### config.mk
export PLATFORM = sky130hd
export DESIGN_NAME = link_top
export DESIGN_NICKNAME = d
export VERILOG_FILES = /design/src/link_pkg.sv /design/src/link_lane.sv /design/src/link_splitter.sv /design/src/link_assembler.sv /design/src/link_wb_slave.sv /design/src/link_top.sv
export SDC_FILE = /design/constraint.sdc
export NUM_CORES = 1
export LEC_CHECK = 0
export BUFFER_PORTS_ARGS = -buffer_cell sky130_fd_sc_hd__buf_2
export CAP_MARGIN = 20
export CORE_MARGIN = 4
export CORE_UTILIZATION = 45
export CTS_CLUSTER_DIAMETER = 100
export DETAILED_ROUTE_END_ITERATION = 7
export GPL_TIMING_DRIVEN = 1
export RECOVER_POWER = 25
export REMOVE_ABC_BUFFERS = 1
export SLEW_MARGIN = 5
export SYNTH_ARGS = -nofsm -noshare
export SYNTH_HDL_FRONTEND = slang
export SYNTH_HIERARCHICAL = 1
export SYNTH_SLANG_ARGS = --single-unit
export TNS_END_PERCENT = 10
### constraint.sdc
create_clock -name io_master_clk -period 4.4 [get_ports io_master_clk]
set_input_delay 0.88 -clock io_master_clk [delete_from_list [all_inputs] [get_ports io_master_clk]]
set_output_delay 0.88 -clock io_master_clk [all_outputs]
set_load 0.1 [all_outputs]
### src/link_pkg.sv
package link_pkg;

   // ************************************************************************
   // lane geometry
   // ************************************************************************

   // one lane carries a piece this wide
   localparam int piece_width     = 4;
   // pieces that make up one core word
   localparam int pieces_per_word = 4;
   localparam int num_lanes       = 4;
   // entries in each lane buffer
   localparam int lane_depth      = 4;
   localparam int word_width      = pieces_per_word * piece_width;

   typedef logic [word_width-1:0]                word_t;
   typedef logic [piece_width-1:0]               piece_t;
   // bit n set means lane n carries pieces
   typedef logic [num_lanes-1:0]                 lane_mask_t;
   typedef logic [$clog2(num_lanes)-1:0]         lane_idx_t;
   typedef logic [$clog2(pieces_per_word)-1:0]   piece_cnt_t;
   typedef logic [$clog2(lane_depth)-1:0]        lane_ptr_t;
   // one bit wider than the pointer so a full buffer can be told from empty
   typedef logic [$clog2(lane_depth):0]          lane_fill_t;
   typedef logic [7:0]                           rx_count_t;
   typedef logic [1:0]                           wb_addr_t;

   // ************************************************************************
   // register map
   // ************************************************************************

   // write pushes a word, read pops a received word
   localparam wb_addr_t addr_data   = 2'd0;
   localparam wb_addr_t addr_mask   = 2'd1;
   // read only
   localparam wb_addr_t addr_status = 2'd2;

   localparam lane_mask_t reset_mask = '1;

   typedef enum logic {idle, deal} split_state_t;

   // lowest enabled lane, where every word starts
   function automatic lane_idx_t first_lane(lane_mask_t mask);
      lane_idx_t idx;
      idx = '0;
      // scan downward so the lowest set bit is the one kept
      for (int n = num_lanes - 1; n >= 0; n--)
      begin
         if (mask[n])
            idx = lane_idx_t'(n);
      end
      return idx;
   endfunction

   // next enabled lane after cur, wrapping around
   function automatic lane_idx_t next_lane(lane_mask_t mask, lane_idx_t cur);
      lane_idx_t idx;
      lane_idx_t cand;
      // a single enabled lane simply points back at itself
      idx = cur;
      // largest step first, so the nearest enabled lane wins
      for (int step = num_lanes - 1; step >= 1; step--)
      begin
         cand = lane_idx_t'(cur + step);
         if (mask[cand])
            idx = cand;
      end
      return idx;
   endfunction

endpackage

### src/link_lane.sv
`timescale 1ns/1ns

module link_lane import link_pkg::*;
(
   input  logic   io_master_clk,
   input  logic   arst_n_i,
   // from splitter
   input  logic   push_valid_i,
   input  piece_t push_piece_i,
   output logic   push_ready_o,
   // to assembler
   output logic   pop_valid_o,
   output piece_t pop_piece_o,
   input  logic   pop_ready_i,
   output logic   empty_o
);

   piece_t     mem_q [lane_depth];
   lane_ptr_t  wr_q;
   lane_ptr_t  rd_q;
   lane_fill_t fill_q;

   logic       do_push;
   logic       do_pop;

   assign push_ready_o = (fill_q != lane_fill_t'(lane_depth));
   assign pop_valid_o  = (fill_q != '0);
   assign empty_o      = (fill_q == '0);
   // head of the buffer, read straight from storage
   assign pop_piece_o  = mem_q[rd_q];

   assign do_push = push_valid_i & push_ready_o;
   assign do_pop  = pop_valid_o & pop_ready_i;

   // pointers wrap on their own, depth is a power of two
   always_ff @(posedge io_master_clk or negedge arst_n_i)
   begin
      if (!arst_n_i)
      begin
         wr_q   <= '0;
         rd_q   <= '0;
         fill_q <= '0;
      end
      else
      begin
         if (do_push)
            wr_q <= wr_q + 1'b1;
         if (do_pop)
            rd_q <= rd_q + 1'b1;
         // push and pop together leave the fill unchanged
         case ({do_push, do_pop})
            2'b10:   fill_q <= fill_q + 1'b1;
            2'b01:   fill_q <= fill_q - 1'b1;
            default: fill_q <= fill_q;
         endcase
      end
   end

   // storage, piece is poppable the cycle after its push
   always_ff @(posedge io_master_clk)
   begin
      if (do_push)
         mem_q[wr_q] <= push_piece_i;
   end

endmodule

### src/link_splitter.sv
`timescale 1ns/1ns

module link_splitter import link_pkg::*;
(
   input  logic       io_master_clk,
   input  logic       arst_n_i,
   input  logic       word_valid_i,
   input  word_t      word_i,
   output logic       word_ready_o,
   input  lane_mask_t lane_mask_i,
   // one-hot push, piece shared by all lanes
   output lane_mask_t push_valid_o,
   output piece_t     push_piece_o,
   input  lane_mask_t push_ready_i,
   input  lane_mask_t lane_empty_i,
   output logic       link_idle_o
);

   split_state_t state_q;
   split_state_t state_d;
   lane_idx_t    ptr_q;
   piece_cnt_t   cnt_q;
   word_t        word_q;
   logic         ready_q;

   logic         accept;
   logic         pushed;

   // ready only comes from idle, so no state check needed here
   assign accept = word_valid_i & ready_q;
   assign pushed = (state_q == deal) & push_ready_i[ptr_q];

   always_comb
   begin
      state_d = state_q;
      case (state_q)
         idle:
            if (accept)
               state_d = deal;
         deal:
            // last piece of the word goes out
            if (pushed && (cnt_q == piece_cnt_t'(pieces_per_word - 1)))
               state_d = idle;
         default:
            state_d = idle;
      endcase
   end

   // ************************************************************************
   // control
   // ************************************************************************

   always_ff @(posedge io_master_clk or negedge arst_n_i)
   begin
      if (!arst_n_i)
      begin
         state_q <= idle;
         ready_q <= 1'b0;
         ptr_q   <= first_lane(reset_mask);
         cnt_q   <= '0;
      end
      else
      begin
         state_q <= state_d;
         // registered ready, low in the cycle after a word is taken
         ready_q <= (state_d == idle);
         if (accept)
         begin
            // every word starts at the lowest enabled lane
            ptr_q <= first_lane(lane_mask_i);
            cnt_q <= '0;
         end
         else if (pushed)
         begin
            ptr_q <= next_lane(lane_mask_i, ptr_q);
            cnt_q <= piece_cnt_t'(cnt_q + 1'b1);
         end
      end
   end

   // word shifts right, lowest piece leaves first
   always_ff @(posedge io_master_clk)
   begin
      if (accept)
         word_q <= word_i;
      else if (pushed)
         word_q <= word_q >> piece_width;
   end

   assign word_ready_o = ready_q;
   assign push_valid_o = (state_q == deal) ? (lane_mask_t'(1) << ptr_q) : '0;
   assign push_piece_o = word_q[piece_width-1:0];
   assign link_idle_o  = (state_q == idle) & (&lane_empty_i);

endmodule

### src/link_assembler.sv
`timescale 1ns/1ns

module link_assembler import link_pkg::*;
(
   input  logic       io_master_clk,
   input  logic       arst_n_i,
   input  lane_mask_t lane_mask_i,
   // from the lanes
   input  lane_mask_t pop_valid_i,
   input  piece_t     pop_piece_i [num_lanes],
   output lane_mask_t pop_ready_o,
   // rebuilt word to the slave
   output logic       rx_valid_o,
   output word_t      rx_word_o,
   input  logic       rx_pop_i
);

   logic       run_q;
   logic       held_q;
   piece_cnt_t cnt_q;
   lane_idx_t  ptr_q;
   word_t      word_q;

   lane_idx_t  cur_lane;
   logic       popped;

   // ************************************************************************
   // lane selection
   // ************************************************************************

   // at a word boundary follow the live mask, it may have changed while idle
   assign cur_lane = (cnt_q == '0) ? first_lane(lane_mask_i) : ptr_q;

   // one lane at a time, nothing while a finished word waits
   assign pop_ready_o = (run_q & ~held_q) ? (lane_mask_t'(1) << cur_lane) : '0;
   assign popped      = |(pop_ready_o & pop_valid_i);

   always_ff @(posedge io_master_clk or negedge arst_n_i)
   begin
      if (!arst_n_i)
      begin
         run_q  <= 1'b0;
         held_q <= 1'b0;
         cnt_q  <= '0;
         ptr_q  <= first_lane(reset_mask);
      end
      else
      begin
         // keeps pop_ready low in the first cycle out of reset
         run_q <= 1'b1;
         if (rx_pop_i)
            held_q <= 1'b0;
         if (popped)
         begin
            // same rotation as the splitter
            ptr_q <= next_lane(lane_mask_i, cur_lane);
            // count wraps to zero on the last piece
            cnt_q <= piece_cnt_t'(cnt_q + 1'b1);
            if (cnt_q == piece_cnt_t'(pieces_per_word - 1))
               held_q <= 1'b1;
         end
      end
   end

   // ************************************************************************
   // word rebuild
   // ************************************************************************

   // pieces enter at the top, first piece ends up in the low bits
   always_ff @(posedge io_master_clk)
   begin
      if (popped)
         word_q <= {pop_piece_i[cur_lane], word_q[word_width-1:piece_width]};
   end

   assign rx_valid_o = held_q;
   assign rx_word_o  = word_q;

endmodule

### src/link_wb_slave.sv
`timescale 1ns/1ns

module link_wb_slave import link_pkg::*;
(
   input  logic       io_master_clk,
   input  logic       arst_n_i,
   // wishbone classic slave
   input  logic       wb_cyc_i,
   input  logic       wb_stb_i,
   input  logic       wb_we_i,
   input  wb_addr_t   wb_adr_i,
   input  word_t      wb_dat_i,
   output logic       wb_ack_o,
   output word_t      wb_dat_o,
   // word offered to the splitter
   input  logic       word_ready_i,
   output logic       word_valid_o,
   output word_t      word_o,
   // word held by the assembler
   input  logic       rx_valid_i,
   input  word_t      rx_word_i,
   output logic       rx_pop_o,
   input  logic       link_idle_i,
   output lane_mask_t lane_mask_o
);

   logic       ack_q;
   logic       rx_pop_q;
   word_t      dat_q;
   lane_mask_t mask_q;
   rx_count_t  rx_count_q;

   logic       req;
   logic       ack_d;
   logic       pop_d;
   logic       mask_wr;
   word_t      dat_d;
   word_t      status;

   // ************************************************************************
   // address decode
   // ************************************************************************

   always_comb
   begin
      // no new request in the ack cycle, so ack stays a single pulse
      req          = wb_cyc_i & wb_stb_i & ~ack_q;
      ack_d        = 1'b0;
      pop_d        = 1'b0;
      mask_wr      = 1'b0;
      word_valid_o = 1'b0;
      dat_d        = '0;

      // status layout: count, link idle, rx valid, mask
      status                  = '0;
      status[num_lanes-1:0]   = mask_q;
      status[4]               = rx_valid_i;
      status[5]               = link_idle_i;
      status[15:8]            = rx_count_q;

      if (req)
      begin
         case (wb_adr_i)
            addr_data:
            begin
               if (wb_we_i)
               begin
                  // ack follows the splitter taking the word
                  word_valid_o = 1'b1;
                  ack_d        = word_ready_i;
               end
               else
               begin
                  // read stalls until the assembler holds a word
                  ack_d = rx_valid_i;
                  pop_d = rx_valid_i;
                  dat_d = rx_word_i;
               end
            end
            addr_mask:
            begin
               if (wb_we_i)
               begin
                  // hold off until no piece is in flight, else the two ends
                  // would disagree on the dealing order
                  ack_d   = link_idle_i;
                  // an empty mask would stop the link, drop it
                  mask_wr = link_idle_i & (wb_dat_i[num_lanes-1:0] != '0);
               end
               else
               begin
                  ack_d = 1'b1;
                  dat_d = word_t'(mask_q);
               end
            end
            addr_status:
            begin
               ack_d = 1'b1;
               dat_d = status;
            end
            // unmapped address acks with zero data
            default:
               ack_d = 1'b1;
         endcase
      end
   end

   always_ff @(posedge io_master_clk or negedge arst_n_i)
   begin
      if (!arst_n_i)
      begin
         ack_q      <= 1'b0;
         rx_pop_q   <= 1'b0;
         mask_q     <= reset_mask;
         rx_count_q <= '0;
      end
      else
      begin
         ack_q    <= ack_d;
         rx_pop_q <= pop_d;
         if (mask_wr)
            mask_q <= wb_dat_i[num_lanes-1:0];
         // saturating count of words handed to the core
         if (rx_pop_q && (rx_count_q != '1))
            rx_count_q <= rx_count_q + 1'b1;
      end
   end

   // read data, loaded together with the ack decision
   always_ff @(posedge io_master_clk)
   begin
      if (ack_d)
         dat_q <= dat_d;
   end

   assign wb_ack_o    = ack_q;
   assign wb_dat_o    = dat_q;
   assign word_o      = wb_dat_i;
   // pop strobe lines up with the read ack
   assign rx_pop_o    = rx_pop_q;
   assign lane_mask_o = mask_q;

endmodule

### src/link_top.sv
`timescale 1ns/1ns

module link_top import link_pkg::*;
(
   input  logic     io_master_clk,
   input  logic     arst_n_i,
   // wishbone classic slave
   input  logic     wb_cyc_i,
   input  logic     wb_stb_i,
   input  logic     wb_we_i,
   input  wb_addr_t wb_adr_i,
   input  word_t    wb_dat_i,
   output logic     wb_ack_o,
   output word_t    wb_dat_o
);

   // slave to splitter
   logic       word_valid;
   logic       word_ready;
   word_t      word;
   // assembler to slave
   logic       rx_valid;
   logic       rx_pop;
   word_t      rx_word;
   lane_mask_t lane_mask;
   logic       link_idle;

   // splitter side of the lanes
   lane_mask_t push_valid;
   lane_mask_t push_ready;
   piece_t     push_piece;
   lane_mask_t lane_empty;
   // assembler side of the lanes
   lane_mask_t pop_valid;
   lane_mask_t pop_ready;
   piece_t     pop_piece [num_lanes];

   link_wb_slave slave_i
   (
      .io_master_clk (io_master_clk),
      .arst_n_i      (arst_n_i),
      .wb_cyc_i      (wb_cyc_i),
      .wb_stb_i      (wb_stb_i),
      .wb_we_i       (wb_we_i),
      .wb_adr_i      (wb_adr_i),
      .wb_dat_i      (wb_dat_i),
      .wb_ack_o      (wb_ack_o),
      .wb_dat_o      (wb_dat_o),
      .word_ready_i  (word_ready),
      .word_valid_o  (word_valid),
      .word_o        (word),
      .rx_valid_i    (rx_valid),
      .rx_word_i     (rx_word),
      .rx_pop_o      (rx_pop),
      .link_idle_i   (link_idle),
      .lane_mask_o   (lane_mask)
   );

   link_splitter splitter_i
   (
      .io_master_clk (io_master_clk),
      .arst_n_i      (arst_n_i),
      .word_valid_i  (word_valid),
      .word_i        (word),
      .word_ready_o  (word_ready),
      .lane_mask_i   (lane_mask),
      .push_valid_o  (push_valid),
      .push_piece_o  (push_piece),
      .push_ready_i  (push_ready),
      .lane_empty_i  (lane_empty),
      .link_idle_o   (link_idle)
   );

   // ************************************************************************
   // lanes, the piece bus is shared and push_valid picks the target
   // ************************************************************************

   for (genvar n = 0; n < num_lanes; n++)
   begin : lane_g
      link_lane lane_i
      (
         .io_master_clk (io_master_clk),
         .arst_n_i      (arst_n_i),
         .push_valid_i  (push_valid[n]),
         .push_piece_i  (push_piece),
         .push_ready_o  (push_ready[n]),
         .pop_valid_o   (pop_valid[n]),
         .pop_piece_o   (pop_piece[n]),
         .pop_ready_i   (pop_ready[n]),
         .empty_o       (lane_empty[n])
      );
   end

   link_assembler assembler_i
   (
      .io_master_clk (io_master_clk),
      .arst_n_i      (arst_n_i),
      .lane_mask_i   (lane_mask),
      .pop_valid_i   (pop_valid),
      .pop_piece_i   (pop_piece),
      .pop_ready_o   (pop_ready),
      .rx_valid_o    (rx_valid),
      .rx_word_o     (rx_word),
      .rx_pop_i      (rx_pop)
   );

endmodule

# ---- Yosys cells after proc, flatten, opt, wreduce, memory -nomap -nowiden
# Memory sizes are Yosys's and may differ from the RTL's.
# Cells that the tools add are included.
dict set report totals {
  mem_bits_rw 64
  input_bits 23
  word_cells 196
  mem_count 4
  output_inout_bits 17
  regBits 102
}
# name depth word_bits rd rd_clocked_by_memory_dff write_ports line
set mem_list {}
lappend mem_list {{lane_g[0].lane_i.mem_q} 4 4 1 0 1 link_lane.sv:18} ;# piece_t mem_q [lane_depth];
lappend mem_list {{lane_g[1].lane_i.mem_q} 4 4 1 0 1 link_lane.sv:18}
lappend mem_list {{lane_g[2].lane_i.mem_q} 4 4 1 0 1 link_lane.sv:18}
lappend mem_list {{lane_g[3].lane_i.mem_q} 4 4 1 0 1 link_lane.sv:18}
dict set report classes {
  shifts 2
  n_reduce_logical 22
  eq_ne 17
  muxes 70
  add_sub_neg 25
  n_bitwise 21
  order_cmp 8
}
# cell count
set op_table {}
lappend op_table {{16-bit 2-to-1 mux} 3}
lappend op_table {{16-bit one-hot mux with 3 select lines} 1}
lappend op_table {{1-bit 2-to-1 mux} 32}
lappend op_table {{2-bit 2-to-1 mux} 15}
lappend op_table {{2-bit by 1-bit adder with 2-bit output, second input constant} 12}
lappend op_table {{3-bit one-hot mux with 2 select lines} 4}
lappend op_table {{2-bit by 3-bit < comparator with 1-bit output, second input constant} 7}
lappend op_table {{4-bit 2-to-1 mux} 5}
lappend op_table {{1-bit bitwise AND} 15}
lappend op_table {{1-bit binary-select mux with 2-bit select} 7}
lappend op_table {{2-bit equality test, second input constant} 7}
lappend op_table {{3-bit by 1-bit adder with 3-bit output, second input constant} 4}
lappend op_table {{3-bit logical NOT} 4}
lappend op_table {{3-bit != test, second input constant} 4}
lappend op_table {{3-bit nonzero test} 4}
lappend op_table {{3-bit by 1-bit subtractor with 3-bit output, second input constant} 4}
lappend op_table {{2-bit by 1-bit equality test with 1-bit output, second input constant} 5}
lappend op_table {{2-bit nonzero test} 5}
lappend op_table {{2-bit adder, second input constant} 4}
lappend op_table {{8-bit by 1-bit adder with 8-bit output, second input constant} 1}
lappend op_table {{4-bit binary-select mux with 2-bit select} 1}
lappend op_table {{8-bit != test, second input constant} 1}
lappend op_table {{4-bit nonzero test} 2}
lappend op_table {{1-bit by 2-bit << shifter with 4-bit output, first input constant} 2}
lappend op_table {{other kinds (10)} 16}

# ---- Logic depth before layout (Yosys ltp)
# Gate-level depths: netlist of run 1.
dict set report depth {
  depth_word 11
  ltp_mapped 16
}

# ---- By module
# The synthesis of run 1 kept the hierarchy.
# mod cells_each area_each_um2 n_inst seq_area_each_um2
set by_module_without_submodules {}
lappend by_module_without_submodules {link_lane 59 1012.2 4 655.6}
lappend by_module_without_submodules {link_wb_slave 141 1597.8 1 835.8}
lappend by_module_without_submodules {link_assembler 128 1345.0 1 630.6}
lappend by_module_without_submodules {link_splitter 99 1238.7 1 630.6}

# ---- Least setup slack after synthesis of run 1
# OpenSTA, ideal clock, no wires.
dict set report synth_timing {
  path_kind {reg2reg}
  start {register slave_i.mask_q[2], in the netlist slave_i/lane_mask_o[2]}
  end {register assembler_i.ptr_q[0]}
  path_stages_with_launch 12
  required_ps 4268
  arrival_ps 2991
  period_less_slack_ps 3122
  setup_slack_ps 1278
  path_cell_list {dfstp_2 buf_4 nor2_1 o31ai_4 inv_4 buf_6 ha_1 a22o_1 o21ai_1 clkinv_1 o2111ai_1 or3b_1}
}
dict set report synth_via {
  elab_cells_between_ends 20
}
# item line
set synth_lines {}
lappend synth_lines {{from (decl)} link_wb_slave.sv:30} ;# lane_mask_t mask_q;
lappend synth_lines {{from (signal assigned)} link_wb_slave.sv:114} ;# mask_q <= reset_mask;
lappend synth_lines {{from (signal assigned)} link_wb_slave.sv:122} ;# mask_q <= wb_dat_i[num_lanes-1:0];
lappend synth_lines {{2-bit 2-to-1 mux (3 in series)} link_pkg.sv:49} ;# if (mask[n])
lappend synth_lines {{2-bit 2-to-1 mux} link_assembler.sv:32} ;# assign cur_lane = (cnt_q == '0) ? first_lane(lane_mask_i) : ptr_q;
lappend synth_lines {{1-bit by 2-bit << shifter with 4-bit output} link_assembler.sv:35} ;# assign pop_ready_o = (run_q & ~held_q) ? (lane_mask_t'(1) << cur_lane) : '0;
lappend synth_lines {{4-bit 2-to-1 mux} link_assembler.sv:35}
lappend synth_lines {{4-bit bitwise AND} link_assembler.sv:36} ;# assign popped = |(pop_ready_o & pop_valid_i);
lappend synth_lines {{4-bit OR reduction} link_assembler.sv:36}
lappend synth_lines {{named net assembler_i.popped} link_assembler.sv:25} ;# logic popped;
lappend synth_lines {{to (signal assigned)} link_assembler.sv:45} ;# ptr_q <= first_lane(reset_mask);
lappend synth_lines {{to (signal assigned)} link_assembler.sv:56} ;# ptr_q <= next_lane(lane_mask_i, cur_lane);
lappend synth_lines {{to (decl)} link_assembler.sv:21} ;# lane_idx_t ptr_q;
# The timed path passes the listed nets, and every way through them passes these cells. The select of a mux whose other input is x is not followed.
# A chain may end at the register's enable or synchronous reset.

# ---- Final worst setup path of run 1
dict set report layout_timing {
  start {register assembler_i.cnt_q[0]}
  end {register lane_g[3].lane_i.fill_q[2]}
}
dict set report layout_via {
  elab_chain_len 7
  elab_cells_between_ends 9
}
# item line
set layout_rtl {}
lappend layout_rtl {{from (decl)} link_assembler.sv:20} ;# piece_cnt_t cnt_q;
lappend layout_rtl {{from (signal assigned)} link_assembler.sv:58} ;# cnt_q <= piece_cnt_t'(cnt_q + 1'b1);
lappend layout_rtl {{2-bit logical NOT (*)} link_assembler.sv:32}
lappend layout_rtl {{2-bit 2-to-1 mux (*)} link_assembler.sv:32}
lappend layout_rtl {{1-bit by 2-bit << shifter with 4-bit output (*)} link_assembler.sv:35}
lappend layout_rtl {{4-bit 2-to-1 mux (*)} link_assembler.sv:35}
lappend layout_rtl {{named net pop_ready[3]} link_top.sv:35} ;# lane_mask_t pop_ready;
lappend layout_rtl {{1-bit bitwise AND (*)} link_lane.sv:33} ;# assign do_pop = pop_valid_o & pop_ready_i;
lappend layout_rtl {{named net lane_g[3].lane_i.do_pop} link_lane.sv:24} ;# logic do_pop;
lappend layout_rtl {{2-bit by 1-bit equality test with 1-bit output or 2-bit equality test (tied branches)} link_lane.sv:51} ;# case ({do_push, do_pop})
lappend layout_rtl {{3-bit one-hot mux with 2 select lines or 2-bit nonzero test (tied branches)} --}
lappend layout_rtl {{to (signal assigned)} link_lane.sv:52} ;# 2'b10: fill_q <= fill_q + 1'b1;
lappend layout_rtl {{to (signal assigned)} link_lane.sv:53} ;# 2'b01: fill_q <= fill_q - 1'b1;
lappend layout_rtl {{to (signal assigned)} link_lane.sv:54} ;# default: fill_q <= fill_q;
lappend layout_rtl {{to (decl)} link_lane.sv:21} ;# lane_fill_t fill_q;
# The timed path passes the listed nets; every way through them passes the cells marked *.

==> results of run 1 <==
[state kept, by name (all words and copies together), names as in the netlist, 2 cells and up]
name                   flops
assembler_i/cnt_q          2
assembler_i/ptr_q          2
assembler_i/rx_word_o     16
lane_g.lane_i/fill_q      12
lane_g.lane_i/mem_q       64
lane_g.lane_i/rd_q         8
lane_g.lane_i/wr_q         8
slave_i/lane_mask_o        4
slave_i/rx_count_q         8
slave_i/wb_dat_o          16
splitter_i/cnt_q           2
splitter_i/ptr_q           2
splitter_i/word_q         16
[routing by layer]
metal  track usage (%)  vias up  wire length, um
met5                 0        -                0
met4             5.897        0              311
met3             3.416       19              443
met2             26.48       69             7631
met1             21.51     2331             7131
li1                  -     2224                -
[cells in the final DEF (no fill, tap or decap), types with 6 or more instances in the layout]
cell,instances
ha_1,32
and3_1,13
a21o_1,6
and2_1,9
nor2_1,29
mux2_2,22
inv_1,37
a22oi_1,11
clkbuf_16,17
a21oi_1,12
nand2_1,49
buf_2,38
xor2_1,14
o21ai_0,9
mux2i_1,8
and3_2,16
dfrtp_1,50
edfxtp_1,112
mux4_2,17
xnor2_1,15
[stage by stage]
stage / cells / total power [uW]
floorplan: 566 / 3520
global placement: 837 / 3920
detailed placement: 837 / 3974
CTS: 869 / 5409
global route: 869 / 5690
finish: 869 / 5355
[worst register-to-register path, cell delays in order (launching register included)]
cell and delay (ps):
dfrtp_1 390, inv_1 100, ha_1 450, nand2b_4 100, o31ai_4 490, ha_1 270
and2_1 130, o31a_2 170, ha_1 180, inv_1 60, fa_1 370, xor2_1 150
nor2_1 110, xor2_1 150
[path summary, 6_finish.rpt]
kind	cells after the start	to
max reg2reg	13	lane_g[3].lane_i/fill_q[2]
max in group asynchronous	2	slave_i/rx_count_q[7]
min	0	assembler_i/rx_word_o[7]
min in group asynchronous	1	slave_i/rx_count_q[3]
min reg2reg	0	assembler_i/rx_word_o[7]
max	13	lane_g[3].lane_i/fill_q[2]
[cell type report]
cell class	instances	area [um^2]	share of cell area, %
sequential	166	4720	52.29
multi-input combinational	361	3090	34.24
clock buffer	18	439.2	4.866
tap	229	286.5	3.175
timing repair buffer	42	216.5	2.398
inverter	39	148.9	1.650
clock inverter	14	123.9	1.373
[power breakdown]
part / switching (uW) / internal [uW] / total, uW
combinational: 798 / 681 / 1480
clock: 619 / 798 / 1420
sequential: 372 / 2090 / 2460
total: 1790 / 3570 / 5360
[logic make-up after synthesis]
family,share of synthesized area (%)
and+or+nand+nor,12.04
DFF,57.34
buffers and inverters,5.108
AOI/OAI and AO/OA,6.537
muxes,10.00
adders and majority gates,5.838
xor gates and xnor gates,3.086
other,0.04556
==> reports/metrics.yaml, run 1 <==
clock_network:
  clkLatencyLatePin_ps: 420
  cts_resized: 0
  clockRootBuffer: "clkbuf_16"
  clk_pin_slew_ps: 70
  hold_buffers: 0
  clock_path_buffers: 2
  htreeDepth: 4
  cts_tree: "done"
  cts.sinks: 166
  cts_setup_buffers: 0
  cts-buffers-inserted: 17
place:
  gp_congestion: 0.7999
  io_buffers: 39
  detailedPlace.worstSlack_ps: 1176
  detailed_place_hpwl_mm: 11.12
  place_area_um2: 8463
yosys:
  synth-seq-area-share_pct: 57.34
  yosys.area.top_type_share_pct: 40.86
  yosysWarnings: 6
  synth_most_common_cell: "edfxtp_1"
  synth-async-reset-ratio_pct: 32.53
  synthDistinctLibCells: 74
  synthTopCellsByArea: "edfxtp_1 (41%), dfrtp_1 (15%), ha_1 (4.9%)"
  ys_ff_latch: 166
  synth_flop_cell: "edfxtp_1"
  post-synth-top-area-cell: "edfxtp_1"
  synth_edf_count: 112
  synth_top_cells_by_count: "edfxtp_1 (112), dfrtp_1 (50), nand2_1 (49)"
  syn_area_um2: 8230
  avgSynthCellArea_um2: 13.63
  synth_cells: 604
die:
  die_h_um: 143.2
  die_area_um2: 20520
  num_rows: 49
  die_w_um: 143.2
  start_util_pct: 45.82
  coreArea_um2: 17960
  io_pins: 40
critical_path:
  slowest_delay_ps: 480
  crit_fanout: 12
  critPathMostFrequentCell: "ha_1"
  critPathLaunch: "assembler_i/cnt_q[0]"
  crit_buf_inv: 2
  required_ps: 4740
  critPathTopFamily: "adder cells"
  end_kind: "flop"
  r2r-start: "assembler_i/cnt_q[0]"
  critPathKind: "flop to flop"
  regToRegSetupSlack_ps: 1200
  crit_arrival_ps: 3550
  crit_path_start_kind: "flop"
  cp_cell_sequence: "inv_1 > ha_1 > nand2b_4 > o31ai_4 > ha_1 > and2_1 > o31a_2 > ha_1 > inv_1 > fa_1 > xor2_1 > nor2_1 > xor2_1"
  cpMaxStageDelayCell: "o31ai_4"
run_status:
  violations: "capacitance limit, slew limit"
  status: "finished with violations"
worst_hold_path:
  worstHoldStart: "assembler_i/rx_word_o[11]"
  hold_path_class: "flop to flop"
timing:
  worst_slew_pin_slew_ps: 1718
  hold_viol: 0
  timing.slew.headroom_pct: -14.52
  min_period_ps: 3203
  setup_violations: 0
  fmax_ghz: 0.3122
  fin_ws_ps: 1197
  tns_ps: 0
  slew_violations: 27
  hold_ws_ps: 454.5
  skew_ps: 8.968
  period_share_pct: 72.80
  rsz0062_at_grt: "false"
cells_and_area:
  nNetsFinal: 686
  final_area_um2: 9025
  antennaDiodeCount: 0
  final.fill_count: 1526
  layout-drive-gt1-share_pct: 25.94
  final_core_utilization_pct: 50.24
  area_delta_synth_final_pct: 9.653
detailed_routing:
  ant_nets: 0
  num_vias: 4643
  vias_per_cell: 5.343
  drc: 0
  avgRoutedWirePerCell_um: 17.86
  finalWirelength_mm: 15.52
  drt_iter0_drc: 244
  dr.pass1.iters: 4
grt:
  grt_pass1_wl_mm: 25.29
  grt_pass1_vias: 4699
  grt_antenna_before_repair: 0
  grt_max_degree: 30
  grt_usage_pct: 16.20
  grt_overflow_total: 0
pwr:
  p_leak_uw: 0.003599
  peakVddDrop_v: 0.0003209
  p_per_area_nw_per_um2: 593.4
flow_run:
  drv_cap: 1
Note: power is estimated with default switching activity, not from simulation.
==> run 2, diff against run 1 <==
==> constraint.sdc (replaced) <==
create_clock -name io_master_clk -period 2.8 [get_ports io_master_clk]
set_input_delay 0.56 -clock io_master_clk [delete_from_list [all_inputs] [get_ports io_master_clk]]
set_output_delay 0.56 -clock io_master_clk [all_outputs]
set_load 0.1 [all_outputs]
==> run 2 against run 1 <==
  * The run still ends with capacitance limit, slew limit left
  * Sequential cell count unchanged
  * Largest cell class unchanged
  * Wire length increased by 4.0%
  * Count of clock-buffer cells in the layout unchanged
  * Cell count increased by 3.6%
  * Hold slack got worse by 44 ps
  * Highest routed layer unchanged
  * Die area unchanged
  * Clock skew decreased by 0.78 ps
  * Critical path type unchanged
  * Critical path depth unchanged
==> reports/metrics.yaml, run 2 (synthesis results as in run 1) <==
run_status:
  status: "finished with violations"
  violations: "capacitance limit, slew limit"
worst_hold_path:
  min_path_cells: 2
  worstHoldStart: "wb_dat_i[1]"
  min_to: "slave_i/lane_mask_o[1]"
  hold_path_class: "primary input to flop"
die:
  die_w_um: 143.2
  num_rows: 49
  die_h_um: 143.2
  start_util_pct: 45.82
  io_pins: 40
  die_area_um2: 20520
  coreArea_um2: 17960
timing:
  setup_violations: 0
  hold_viol: 0
  period_share_pct: 96.51
  fin_ws_ps: 97.81
  skew_ps: 8.183
  hold_ws_ps: 410.4
  slew_violations: 28
  timing.slew.headroom_pct: -6.157
  worst_slew_pin_slew_ps: 1592
  min_period_ps: 2702
  fmax_ghz: 0.3701
  rsz0062_at_grt: "true"
cells_and_area:
  final.fill_count: 1514
  layout_commonest_cell: "edfxtp_1"
  mostFrequentLayoutCells: "edfxtp_1 (112), dfrtp_1 (50), nand2_1 (48)"
  largest_reg_flops: 64
  layout-drive-gt1-share_pct: 30.85
  area_delta_synth_final_pct: 13.12
  nNetsFinal: 717
  antennaDiodeCount: 0
  top_register: "lane_g.lane_i/mem_q"
critical_path:
  cp_cell_sequence: "inv_2 > ha_4 > nand2b_4 > o31ai_4 > ha_2 > and2_1 > o31a_2 > ha_4 > inv_1 > fa_1 > xor2_1 > nor2_1 > xor2_1"
  critPathKind: "flop to flop"
  end_kind: "flop"
  regToRegSetupSlack_ps: 100
  critPathLaunch: "assembler_i/cnt_q[1]"
  r2r-start: "assembler_i/cnt_q[1]"
  crit_path_start_kind: "flop"
  slowest_delay_ps: 390
  crit_buf_inv: 2
  reg2reg_to: "lane_g[3].lane_i/fill_q[2]"
  crit_arrival_ps: 3060
  cpMaxStageDelayCell: "dfrtp_1"
  required_ps: 3150
  rr_worst_depth: 13
  critPathTopFamily: "adder cells"
  crit_fanout: 6
grt:
  grt_max_degree: 29
  grt_overflow_total: 0
  grt_antenna_before_repair: 0
  grt_pass1_wl_mm: 25.97
  grt_pass1_vias: 4934
  grt_usage_pct: 16.56
clock_network:
  clock_path_buffers: 2
  htreeDepth: 4
  clk_pin_slew_ps: 70
  cts-buffers-inserted: 17
  clockRootBuffer: "clkbuf_16"
  cts_tree: "done"
  cts.sinks: 166
  hold_buffers: 0
  clkLatencyLatePin_ps: 430
detailed_routing:
  num_vias: 4818
  dr.pass1.iters: 5
  drt_iter0_drc: 253
  avgRoutedWirePerCell_um: 17.93
  drc: 0
  finalWirelength_mm: 16.14
  vias_per_cell: 5.353
  ant_nets: 0
place:
  detailedPlace.worstSlack_ps: -70.70
  detailed_place_hpwl_mm: 11.58
  gp_congestion: 0.8303
  io_buffers: 39
flow_run:
  drv_cap: 1
pwr:
  p_per_area_nw_per_um2: 935.1
  peakVddDrop_v: 0.0005628
  p_leak_uw: 0.003767
-- run 2: how the worst max path moves through the flow --
stage	endpoint	slack (ps)	cells past startpoint
2_1_floorplan	assembler_i/ptr_q[0]	-410	11
3_3_place_gp	lane_g[1].lane_i/fill_q[2]	100	15
3_5_place_dp	lane_g[0].lane_i/fill_q[2]	-70	15
4_1_cts	lane_g[0].lane_i/fill_q[2]	-3	15
5_1_grt	lane_g[3].lane_i/fill_q[2]	-40	13
6_report	lane_g[3].lane_i/fill_q[2]	100	13
-- run 2: cell type report --
type / instances / area, um^2 / area share, %
Timing Repair Buffer: 73 / 446.7 / 4.798
Clock inverter: 14 / 150.1 / 1.613
Clock buffer: 18 / 429.2 / 4.610
Inverter: 39 / 148.9 / 1.599
Tap cell: 229 / 286.5 / 3.078
Multi-Input combinational cell: 361 / 3129 / 33.61
Sequential cell: 166 / 4720 / 50.69
-- run 2: routing by layer --
metal / track usage, % / up-vias / wire [um]
met5: 0 / - / 0
met4: 6.145 / 0 / 284
met3: 3.382 / 20 / 679
met2: 26.95 / 113 / 7895
met1: 22.12 / 2404 / 7277
li1: - / 2281 / -
-- run 2: power breakdown --
part           internal (uW)  switching [uW]
sequential              3280             575
combinational           1230            1330
clock                   1320             972
total                   5830            2880
-- run 2: metrics by stage --
stage / cells / setup TNS [ps] / utilization [%] / total power (uW) / instance area, um^2
floorplan: 566 / -3127 / - / 5531 / 7959
global placement: 860 / 0 / 48.14 / 6240 / 8648
detailed placement: 860 / -188.9 / 48.14 / 6380 / 8648
CTS: 892 / -3.447 / 51.44 / 8718 / 9240
global route: 900 / -66.20 / 51.83 / 9241 / 9310
finish: 900 / 0 / 51.83 / 8706 / 9310
-- run 2: timing repair --
item,4_1_cts,5_1_grt
setup endpoints to repair,4,4
gates resized for setup,2,10
setup buffers,0,8
pin swaps,0,4
-- run 2: worst register-to-register path, stage by stage, from the launching register on --
cell,delay (ps)
dfrtp_1,390
inv_2,90
ha_4,180
nand2b_4,60
o31ai_4,360
ha_2,240
and2_1,140
o31a_2,180
ha_4,130
inv_1,50
fa_1,370
xor2_1,150
nor2_1,140
xor2_1,160
